### src/hw/lsu_pkg.sv
// widths, access and region codes, address map and shared structs for the load/store unit
package lsu_pkg;

  typedef logic [31:0] word_t;    // data word
  typedef logic [31:0] addr_t;    // byte address
  typedef logic [3:0]  byte_en_t; // one bit per byte lane
  typedef logic [1:0]  lane_t;    // byte offset in a word
  typedef logic [2:0]  access_t;  // load/store kind
  typedef logic [2:0]  region_t;  // decoded target
  typedef logic [6:0]  seg7_t;    // one digit, segments g..a

  // access codes, stores first
  localparam access_t ACC_SB  = 3'd0;
  localparam access_t ACC_SH  = 3'd1;
  localparam access_t ACC_SW  = 3'd2;
  localparam access_t ACC_LB  = 3'd3;
  localparam access_t ACC_LH  = 3'd4;
  localparam access_t ACC_LW  = 3'd5;
  localparam access_t ACC_LBU = 3'd6;
  localparam access_t ACC_LHU = 3'd7;

  // region codes; the five output registers are contiguous from REG_LEDR
  localparam region_t REG_NONE  = 3'd0;
  localparam region_t REG_MEM   = 3'd1;
  localparam region_t REG_LEDR  = 3'd2;
  localparam region_t REG_LEDG  = 3'd3;
  localparam region_t REG_HEX30 = 3'd4;
  localparam region_t REG_HEX74 = 3'd5;
  localparam region_t REG_LCD   = 3'd6;
  localparam region_t REG_SW    = 3'd7;

  localparam int MEM_BYTES   = 2048;
  localparam int MEM_WORDS   = MEM_BYTES / 4;
  localparam int MEM_AW      = $clog2(MEM_WORDS); // word index width
  localparam int NUM_IO_REGS = 5;                 // ledr, ledg, hex30, hex74, lcd

  localparam logic [15:0] IO_BASE = 16'h1000; // output bank, addr[31:16]
  localparam logic [15:0] SW_BASE = 16'h1001; // switches, addr[31:16]
  localparam int IO_SEL_LSB = 12;             // 4-bit peripheral index starts here

  // one request, valid for one cycle
  typedef struct packed {
    addr_t   addr;
    word_t   wdata;
    access_t access;
    logic    wren;
  } lsu_req_t;

  // load context carried to the data cycle
  typedef struct packed {
    region_t region;
    access_t access;
    lane_t   lane;
  } load_ctrl_t;

  // peripheral outputs
  typedef struct packed {
    word_t       ledr;
    word_t       ledg;
    seg7_t [0:7] hex; // digit 0 first
    word_t       lcd;
  } io_out_t;

endpackage

### src/hw/lsu_addr_decode.sv
// lsu_addr_decode: address to region decode, write strobes and registered load context
`timescale 1ns/1ps

module lsu_addr_decode (
  input  logic                i_clk,
  input  logic                i_reset,
  input  lsu_pkg::lsu_req_t   i_req,
  output logic                o_mem_we,
  output logic                o_io_we,
  output lsu_pkg::region_t    o_region, // region of the current request
  output lsu_pkg::load_ctrl_t o_ld_ctrl
);
  import lsu_pkg::*;

  logic [3:0] io_sel;
  logic       is_store;
  logic       is_load;
  region_t    region;

  assign io_sel   = i_req.addr[IO_SEL_LSB +: 4];
  assign is_store = i_req.wren && (i_req.access <= ACC_SW);
  assign is_load  = !i_req.wren && (i_req.access >= ACC_LB);

  always_comb begin
    region = REG_NONE;
    if (i_req.addr < addr_t'(MEM_BYTES)) begin
      region = REG_MEM;
    end else if (i_req.addr[31:16] == IO_BASE) begin
      case (io_sel)
        4'd0:    region = REG_LEDR;
        4'd1:    region = REG_LEDG;
        4'd2:    region = REG_HEX30;
        4'd3:    region = REG_HEX74;
        4'd4:    region = REG_LCD;
        default: region = REG_NONE; // reserved slots
      endcase
    end else if (i_req.addr[31:16] == SW_BASE && io_sel == 4'd0) begin
      region = REG_SW;
    end
  end

  assign o_region = region;
  assign o_mem_we = is_store && (region == REG_MEM);
  assign o_io_we  = is_store && (region >= REG_LEDR) && (region <= REG_LCD); // switches read only

  always_ff @(posedge i_clk) begin
    if (i_reset) begin
      o_ld_ctrl.region <= REG_NONE;
      o_ld_ctrl.access <= ACC_LW;
      o_ld_ctrl.lane   <= '0;
    end else begin
      o_ld_ctrl.region <= is_load ? region : REG_NONE; // stores read back zero
      o_ld_ctrl.access <= i_req.access;
      o_ld_ctrl.lane   <= i_req.addr[1:0];
    end
  end

endmodule

### config.mk
export PLATFORM = sky130hd
export DESIGN_NAME = lsu_addr_decode
export DESIGN_NICKNAME = d
export VERILOG_FILES = /design/src/hw/lsu_pkg.sv /design/src/hw/lsu_addr_decode.sv
export SDC_FILE = /design/constraint.sdc
export NUM_CORES = 1
export LEC_CHECK = 0
export BUFFER_PORTS_ARGS = -buffer_cell sky130_fd_sc_hd__buf_2
export CAP_MARGIN = 10
export CELL_PAD_IN_SITES_DETAIL_PLACEMENT = 1
export CELL_PAD_IN_SITES_GLOBAL_PLACEMENT = 2
export CORE_MARGIN = 5
export CORE_UTILIZATION = 10
export CTS_CLUSTER_DIAMETER = 60
export DETAILED_ROUTE_END_ITERATION = 10
export PLACE_DENSITY_LB_ADDON = 0.1
export REMOVE_ABC_BUFFERS = 1
export SLEW_MARGIN = 10
export SYNTH_ARGS = -nofsm -noshare
export SYNTH_HDL_FRONTEND = slang
export SYNTH_SLANG_ARGS = --single-unit
### constraint.sdc
create_clock -name i_clk -period 1.1 [get_ports i_clk]
set_input_delay 0.11 -clock i_clk [delete_from_list [all_inputs] [get_ports i_clk]]
set_output_delay 0.11 -clock i_clk [all_outputs]
set_load 0.03 [all_outputs]
==> metrics, run 1 <==
CTS tree=done; Mapped Cells=45; Synth Area in Adders=0.0266; first-pass GRT wire length=2.77 mm; Global Route Usage Sum=0.0652; Root Buffer=clkbuf_8; Synth Area in Simple Gates=0.491; CORE AREA=0.00406 sq mm; starting density of the core=0.104; Top reg by flops=o_ld_ctrl; worst-margin pin slew=about 370 ps; Top delay family on crit path=simple AND/OR/NAND/NOR gates; CP max-delay cell=nor4_4; WS Path Type=in -> out; final setup margin=-249 ps; status=finished with violations; pwr dens=roughly 860 mW/mm^2; top_reg_cell synth=dfxtp_1; Post-synth EDFFs=0; XOR/XNOR Fraction of Synth Area=0.0207; Setup crit start kind=input pin; die area=0.00563 sq mm; max frequency=0.741 GHz; max FFs per register=8; Final Cycle Share=1.23; Mapped Area=423 sq um; drt drc=0; Final ANT Viol Nets=0; CP arrival=1240 ps; synth warn=0; Ports=a little over 80; Placed Instances=146; mux cell area share after synthesis=0; Multi-input gate area=333 sq um; largest family of logic cells by synthesized area=simple AND/OR/NAND/NOR gates; compound-cell area share of the yosys netlist=0.0828; CTS Buffer Depth=2; post-synthesis register bit count=8; total gr overflow=0; Max Slew Vio Count=0; Die Y=75.0 um; vias in the first global route=around 640; Num Clock Sinks=8; Register Area=160 sq um; gpl congestion=0.673; HPWL Detailed=1.48 mm; H-tree depth=1; Max Cap Viol=0; Async S/R FF share, synth=0; I/O Buffers=41; sequential cell area fraction in the yosys report=0.379; final net count=175; Iter 0 DRT Violations=7; Regs by FF count=o_ld_ctrl (8); total length of routed wires=1.77 mm; clock transition at the registers of the reported paths=40 ps; Hold-fix buffers, CTS=0; crit-path cells=buf_6 -> nor4_4 -> nand4_2 -> buf_4 -> buf_6 -> nor2_4 -> buf_6; syn_area_per_cell=9.40 sq um; largest net degree at the start of global routing=7; Min Hold Slack=approximately 91 ps; Distinct cells, synth=24; Fill cells=a little under 500; worst vdd ir=0.228 mV; failing checks=negative setup slack; Rel. slew slack=0.751; Worst path max stage delay=roughly 300 ps; # diodes=0; Via density=3.65; Row Count=23; Final Non-Filler Cells=~150; layout cells sized above 1=0.709; final setup vio count=6; final hold vios=0; Top cell by count, worst path=buf_6; critical path endpoint category=output port; cts bufs inserted=3; Pleak=between 0.0004 and 0.0005 uW; unrepaired setup endpoints after global routing=true; CP Max Fanout=3; initial antenna violation count=0; chip width=75.0 um; Wirelength per Cell=11.5 um; Critical Path RT=990 ps; total power=837 uW; CP bufs+invs=4; vias after detailed routing=559; Tmin final=1350 ps; drt pass-1 iters=2; Layout area overhead=131%; worst hold path class=in -> reg
-- path summary, 6_finish.rpt --
check | startpoint | depth (start not counted) | slack (ps) | to
setup / recovery | i_req[60] | 7 | -250 | o_region[1]
hold / removal | i_req[3] | 2 | 90 | o_ld_ctrl[4]$_SDFF_PP1_
-- layer usage --
layer | GRT usage | share of wire
met5 | 0 | 0
met4 | 0.0356 | 0.015
met3 | 0.00935 | 0.071
met2 | 0.107 | 0.50
met1 | 0.0813 | 0.41
-- layout make-up --
class | count | area share
multi-input combinational | 37 | 0.341
tap | 50 | 0.0641
clock buffer | 3 | 0.0423
sequential | 8 | 0.164
timing repair buffer | 55 | 0.388
-- where the power goes --
part | leakage [uW] | internal (uW) | switching [uW]
clock | 0.0000216 | 235 | 96.9
combinational | 0.000344 | 103 | 98.5
sequential | 0.0000659 | 301 | 1.73
total | 0.000431 | 640 | 197
-- through the flow --
step / worst slack (ps) / TNS (ps) / util / cell area, sq um
floorplan: -371 / -1360 / - / 423
global placement: -353 / -1960 / 0.189 / 766
detailed placement: -364 / -2010 / 0.189 / 766
CTS: -252 / -1170 / 0.228 / 927
global route: -319 / -1530 / 0.241 / 976
finish: -249 / -1090 / 0.241 / 976
-- cell usage after synthesis (2+ instances only) --
library cell	n	area share
nor3_1	3	0.035
nand3b_1	2	0.035
a21oi_1	2	0.024
nor2_1	5	0.044
dfxtp_1	8	0.38
nor4_2	3	0.089
or2_2	2	0.030
nor4_1	2	0.030
nor2b_1	3	0.044
-- cell families (layout without fill, tap and decap cells) --
kind of cell	after synthesis	after routing
AOI/OAI and AO/OA	6	6
and+or+nand+nor	29	29
adders and majority gates	1	1
xor gates and xnor gates	1	1
buffers and inverters	0	58
DFF	8	8
-- placed cells by master, fill, tap and decap left out --
cell,Yosys,final
a211oi_2,0,1
and2_1,1,1
nor4_1,2,1
nor3_2,1,2
dfxtp_1,8,8
nor2_1,5,4
xor2_1,1,1
a22oi_1,1,1
buf_2,0,30
maj3_2,1,1
buf_6,0,11
nand3b_1,2,2
nor3_1,3,1
nor3_4,0,1
a21oi_1,2,2
nand2b_1,1,1
nand4_2,1,1
or2_2,2,2
nand2_1,1,1
o21ai_1,1,1
nor2b_1,3,3
or3_4,1,1
nor2_4,0,1
or3_1,1,1
nand4_1,1,1
nor4_2,3,1
nor4_4,0,3
nor4b_4,0,1
buf_4,0,14
clkbuf_8,0,3
o21ai_0,1,1
-- what timing repair did --
| item | CTS | global route |
|---|---|---|
| setup buffers | 4 | 1 |
| gates resized for setup | 18 | 10 |
| pin swaps | 4 | 4 |
| setup endpoints to repair | 6 | 7 |
No activity file was read; power rests on OpenSTA's default activity.
==> inputs of run 2 (changes only) <==
--- a/config.mk
+++ b/config.mk
@@ -6,4 +6,5 @@
 export NUM_CORES = 1
 export LEC_CHECK = 0
+export ABC_AREA = 1
 export BUFFER_PORTS_ARGS = -buffer_cell sky130_fd_sc_hd__buf_2
 export CAP_MARGIN = 10
@@ -11,5 +12,6 @@
 export CELL_PAD_IN_SITES_GLOBAL_PLACEMENT = 2
 export CORE_MARGIN = 5
-export CORE_UTILIZATION = 10
+export CORE_UTILIZATION = 11
+export CTS_BUF_LIST = sky130_fd_sc_hd__clkbuf_8
 export CTS_CLUSTER_DIAMETER = 60
 export DETAILED_ROUTE_END_ITERATION = 10
==> constraint.sdc (replaced) <==
create_clock -name i_clk -period 1.1 [get_ports i_clk]
set_input_delay 0.11 -clock i_clk [delete_from_list [all_inputs] [get_ports i_clk]]
set_output_delay 0.11 -clock i_clk [all_outputs]
set_load 0.005 [all_outputs]
==> run 2 against run 1 <==
Effect of this change:
- the flow still finishes with violations (negative setup slack)
- non-clock buffer count down 7
- sequential power hardly changed
- wire length grew 1.0%
- die area rose by 10%
- flip-flop and latch count stayed put
- cell count is 20% higher
- clock power hardly changed
- synthesized cell count rose by 73%
- setup slack improved by 170 ps
- critical path type unchanged
- critical endpoint is now o_io_we
==> metrics, run 2 <==
sequential cell area fraction in the yosys report=0.308; worst-margin pin slew=265 ps; Rel. slew slack=0.823; Hold-fix buffers, CTS=0; Pleak=0.000581 uW; chip width=slightly below 80 um; total gr overflow=0; post-layout util=0.228; Mapped Cells=between 70 and 80; vias in the first global route=between 600 and 700; first-pass GRT wire length=2.76 mm; final setup vio count=4; Mapped Area=519 sq um; syn_area_per_cell=6.66 sq um; Iter 0 DRT Violations=1; drt pass-1 iters=2; CTS tree=done; Sw Pwr=183 uW; total length of routed wires=1.79 mm; CORE AREA=0.00466 sq mm; Multi-input gate area=a little over 400 sq um; top cells by area, synth=dfxtp_1 31%, inv_1 11%, nand2_1 10%; clock transition at the registers of the reported paths=roughly 40 ps; worst hold path class=in -> reg; switching share of power=0.226; Critical Path RT=just under 1000 ps; die area=0.00619 sq mm; largest family of logic cells by synthesized area=simple AND/OR/NAND/NOR gates; Regs by FF count=o_ld_ctrl (8); Placed Instances=179; mux cell area share after synthesis=0; Register Area=160 sq um; Die Y=around 79 um; Root Buffer=clkbuf_8; most frequent cells in the layout=31 x buf_2, 14 x inv_1, 13 x buf_6, 9 x nand2_1; unrepaired setup endpoints after global routing=true; drt drc=0; Layout area overhead=105%; initial antenna violation count=0; Top reg by flops=o_ld_ctrl; CP arrival=approximately 1100 ps; top-count cell post-synth=inv_1; Via density=3.46; Int Pwr=625 uW; failing checks=negative setup slack; HPWL Detailed=1.56 mm; Setup crit start kind=input pin; # diodes=0; CP Max Fanout=4; Final ANT Viol Nets=0; Row Count=25; critical path endpoint category=output port; I/O Buffers=41; Fill cells=575; Post-synth top cells=15 x inv_1, 14 x nand2_1, 14 x nor2_1; pwr dens=761 mW/mm^2; Synth Area in Adders=0; max FFs per register=8; final net count=201; H-tree depth=1; most common cell after layout, fill and taps aside=buf_2; top_reg_cell synth=dfxtp_1; Worst Hold Depth=3; synth warn=0; Max Slew Vio Count=0; clock power share=0.413; Num Clock Sinks=8; share of the synthesized area in the top cell type=0.308; XOR/XNOR Fraction of Synth Area=0; Wirelength per Cell=9.75 um; Post-synth EDFFs=0; Final Non-Filler Cells=approximately 180; Synth Area in Simple Gates=0.554; Ports=83; combinational share of power=0.212; gpl congestion=0.637; Max Cap Viol=0; compound-cell area share of the yosys netlist=0.0289; starting density of the core=0.111; Reg power frac=0.375; post-synthesis register bit count=8; Global Route Usage Sum=0.0560; top cell type by total area after synthesis=dfxtp_1; hold path start=i_req[3]; Async S/R FF share, synth=0; final setup margin=-76.1 ps; CTS Buffer Depth=2; max frequency=0.850 GHz; WS Path Type=in -> out; final hold vios=0; worst vdd ir=0.300 mV; layout cells sized above 1=0.667; Distinct cells, synth=14; largest net degree at the start of global routing=5; Min-Delay Endpoint=o_ld_ctrl[4]$_SDFF_PP1_; status=finished with violations; Tmin final=roughly 1200 ps; cts bufs inserted=3; Final Cycle Share=1.07; vias after detailed routing=around 630
## run 2: cell types whose count changed in the layout (fill, tap and decap cells not counted), sizes merged, moves of 3 or more
cell   before  now
nand3       0    8
buf        55   48
nand2       1   19
nor4        5    0
nor3        4    0
nor2        5   24
nor2b       3    0
inv         0   15
## run 2: cell families (layout without fill, tap and decap cells)
logic type | after synthesis | in the layout
AO/OA/AOI/OAI | 3 | 3
AND/OR/NAND/NOR | 52 | 52
flip-flops | 8 | 8
buffers and inverters | 15 | 66
## run 2: per-layer routing
layer | up-vias | share of wire | GRT usage
li1 | 333 | - | -
met1 | 281 | 0.41 | 0.0638
met2 | 19 | 0.53 | 0.0985
met3 | 0 | 0.061 | 0.0227
met4 | 0 | 0 | 0.0105
met5 | - | 0 | 0
## run 2: worst max path at each step
stage	from	end	slack, ps	cells past startpoint
after global placement	i_req[55]	o_io_we	-100	9
final	i_req[62]	o_io_we	-80	9
after global routing	i_req[66]	o_io_we	-150	9
after floorplan	i_req[62]	o_io_we	170	7
after detailed placement	i_req[55]	o_io_we	-130	9
after CTS	i_req[56]	o_io_we	-80	9
## run 2: repair_timing
| action | 4_1_cts | 5_1_grt |
|---|---|---|
| endpoints found under the hold margin | 0 | 0 |
| endpoints found under the setup margin | 5 | 5 |
| pin swaps | 12 | 12 |
| buffers inserted | 1 | 0 |
| resized for setup | 26 | 14 |
## run 2: cell type report
class / instances / area share
Multi-Input combinational cell: 55 / 0.382
Timing Repair Buffer: 48 / 0.312
Sequential cell: 8 / 0.151
Tap cell: 54 / 0.0636
Inverter: 15 / 0.0530
Clock buffer: 3 / 0.0389
## run 2: power groups by stage
stage	Sequential [uW]	Clock, uW	Combinational (uW)
CTS	303	349	156
detailed placement	308	0	130
floorplan	310	0	48.7
finish	303	334	171
global placement	308	0	126
global route	304	367	189
## run 2: worst max-delay path, cell delays in order
cell	delay, ps
buf_2	100
nor2_2	100
nand2_2	100
nor2_8	150
nand3_4	120
nand3_2	120
nand2_2	50
nor2_2	90
buf_2	110
## run 2: metrics by stage
stage	worst slack [ps]	hold WS [ps]	area (sq um)	setup TNS, ps	power (uW)
after floorplan	172	181	519	0	358
after global placement	-105	299	837	-492	434
after detailed placement	-132	306	837	-662	437
after CTS	-79.1	75.4	1000	-246	808
after global routing	-147	82.5	1060	-445	860
final	-76.1	76.9	1060	-144	808
==> inputs of run 3 (changes only) <==
- CORE_UTILIZATION: 11 -> 12
- GPL_TIMING_DRIVEN: unset -> 0
- clock period: 1.1 -> 1.5 ns (I/O delays scaled with it)
==> run 3 against run 2 <==
Effect of this change:
- clock power fell by 25%
- global-route usage fell by 0.067 points
- utilization fell by 3.1 points
- via count fell by 7.4%
- final area fell by 21%
- critical path type unchanged
- combinational power fell by 47%
- critical endpoint unchanged
- setup slack improved by 280 ps
- non-clock buffer count fell by 7
- the flow now finishes without violations
==> metrics, run 3 (synthesized netlist as in run 2, its figures left out) <==
Row Count=24; fin area=841 sq um; Die Y=about 76 um; vias after detailed routing=586; Root Buffer=clkbuf_8; # diodes=0; post-layout util=0.197; Global Route Usage Sum=0.0553; Max Slew Vio Count=0; CORE AREA=0.00426 sq mm; unrepaired setup endpoints after global routing=false; status=complete, no violations; final hold vios=0; CTS Buffer Depth=2; Layout area overhead=61.9%; cts bufs inserted=3; Setup crit start kind=input pin; clock transition at the registers of the reported paths=40 ps; combinational share of power=0.162; vias in the first global route=593; switching share of power=0.222; Num Clock Sinks=8; final setup vio count=0; Max Cap Viol=0; Hold-fix buffers, CTS=0; first-pass GRT wire length=2.42 mm; Tmin final=1290 ps; Sw Pwr=around 120 uW; Via density=~3.4; worst hold path class=in -> reg; setup TNS=0 ps; max frequency=0.773 GHz; Final ANT Viol Nets=0; Wirelength per Cell=9.14 um; CP max-delay cell=nor2_8; I/O Buffers=41; Worst path max stage delay=150 ps; Reg power frac=0.394; Post-CTS Setup Repair Bufs=0; chip width=75.8 um; H-tree depth=1; most frequent cells in the layout=41 x buf_2, 15 x inv_1, 14 x nor2_1, 14 x nand2_1, 8 x dfxtp_1; Int Pwr=438 uW; Pleak=approximately 0.0005 uW; worst-margin pin slew=approximately 260 ps; CP Max Fanout=4; Top reg by flops=o_ld_ctrl; drt drc=0; CP bufs+invs=2; worst vdd ir=0.170 mV; starting density of the core=0.122; Final Cycle Share=0.862; crit-path cells=buf_2 -> nor2_1 -> nand2_2 -> nor2_8 -> nand3_1 -> nand3_2 -> nand2_2 -> nor2_2 -> buf_2; largest net degree at the start of global routing=8; drt pass-1 iters=3; final net count=194; Iter 0 DRT Violations=2; initial antenna violation count=0; CP arrival=1140 ps; CTS tree=done; placed cell area=790 sq um; Critical Path RT=1350 ps; HPWL Detailed=1.47 mm; WS Path Type=in -> out; post-CTS sizing=0; clock power share=0.444; gpl congestion=0.669; Regs by FF count=o_ld_ctrl (8); layout cells sized above 1=0.516; total gr overflow=0; total length of routed wires=1.59 mm; max FFs per register=8; Top delay family on crit path=simple AND/OR/NAND/NOR gates; most common cell after layout, fill and taps aside=buf_2; Ports=83; critical path endpoint category=output port; Rel. slew slack=0.823; pwr dens=670 mW/mm^2; die area=between 0.005 and 0.006 sq mm
## run 3: changes by cell type in the layout (fill, tap and decap cells not counted), moves of 2 or more
cell	change
buf_2	+10
buf_4	-4
buf_6	-13
nand2_1	+5
nand2_2	-3
nand2_4	-2
nand3_1	+3
nand3_2	-2
nor2_1	+7
nor2_4	-6
## run 3: final timing paths
path	from	to	slack [ps]	cells past startpoint
setup / recovery	i_req[62]	o_io_we	210	9
hold / removal	i_req[3]	o_ld_ctrl[4]$_SDFF_PP1_	110	3
## run 3: worst min-delay path, stage by stage
cell,delay [ps]
buf_2,70
inv_1,40
nand2_1,40
## run 3: per-layer routing
layer / wire length (um) / track usage / part of all wire
met5: 0 / 0 / 0
met4: 0 / 0.0233 / 0
met3: 118 / 0.0145 / 0.074
met2: 765 / 0.0865 / 0.48
met1: 708 / 0.0714 / 0.45
## run 3: cell type report
class | instances | area [sq um]
Multi-Input combinational cell | 55 | 313
Clock buffer | 3 | 41.3
Tap cell | 52 | 65.1
Fill cell | 541 | 3420
Sequential cell | 8 | 160
Timing Repair Buffer | 41 | 205
Inverter | 15 | 56.3
## run 3: power by group through the flow
stage               clock, uW  sequential, uW  combinational [uW]
global placement            0             226                90.3
CTS                       262             222                92.9
floorplan                   0             227                35.7
global route              280             223                 103
finish                    250             222                91.2
detailed placement          0             226                92.5
## run 3: per-stage QoR
stage | power (uW) | instances | hold slack [ps] | worst slack (ps)
finish | 563 | 174 | 114 | 206
global route | 606 | 174 | 118 | 51.6
CTS | 577 | 174 | 113 | 151
detailed placement | 318 | 171 | 347 | 159
global placement | 316 | 171 | 346 | 189
floorplan | 263 | 78 | 221 | 492
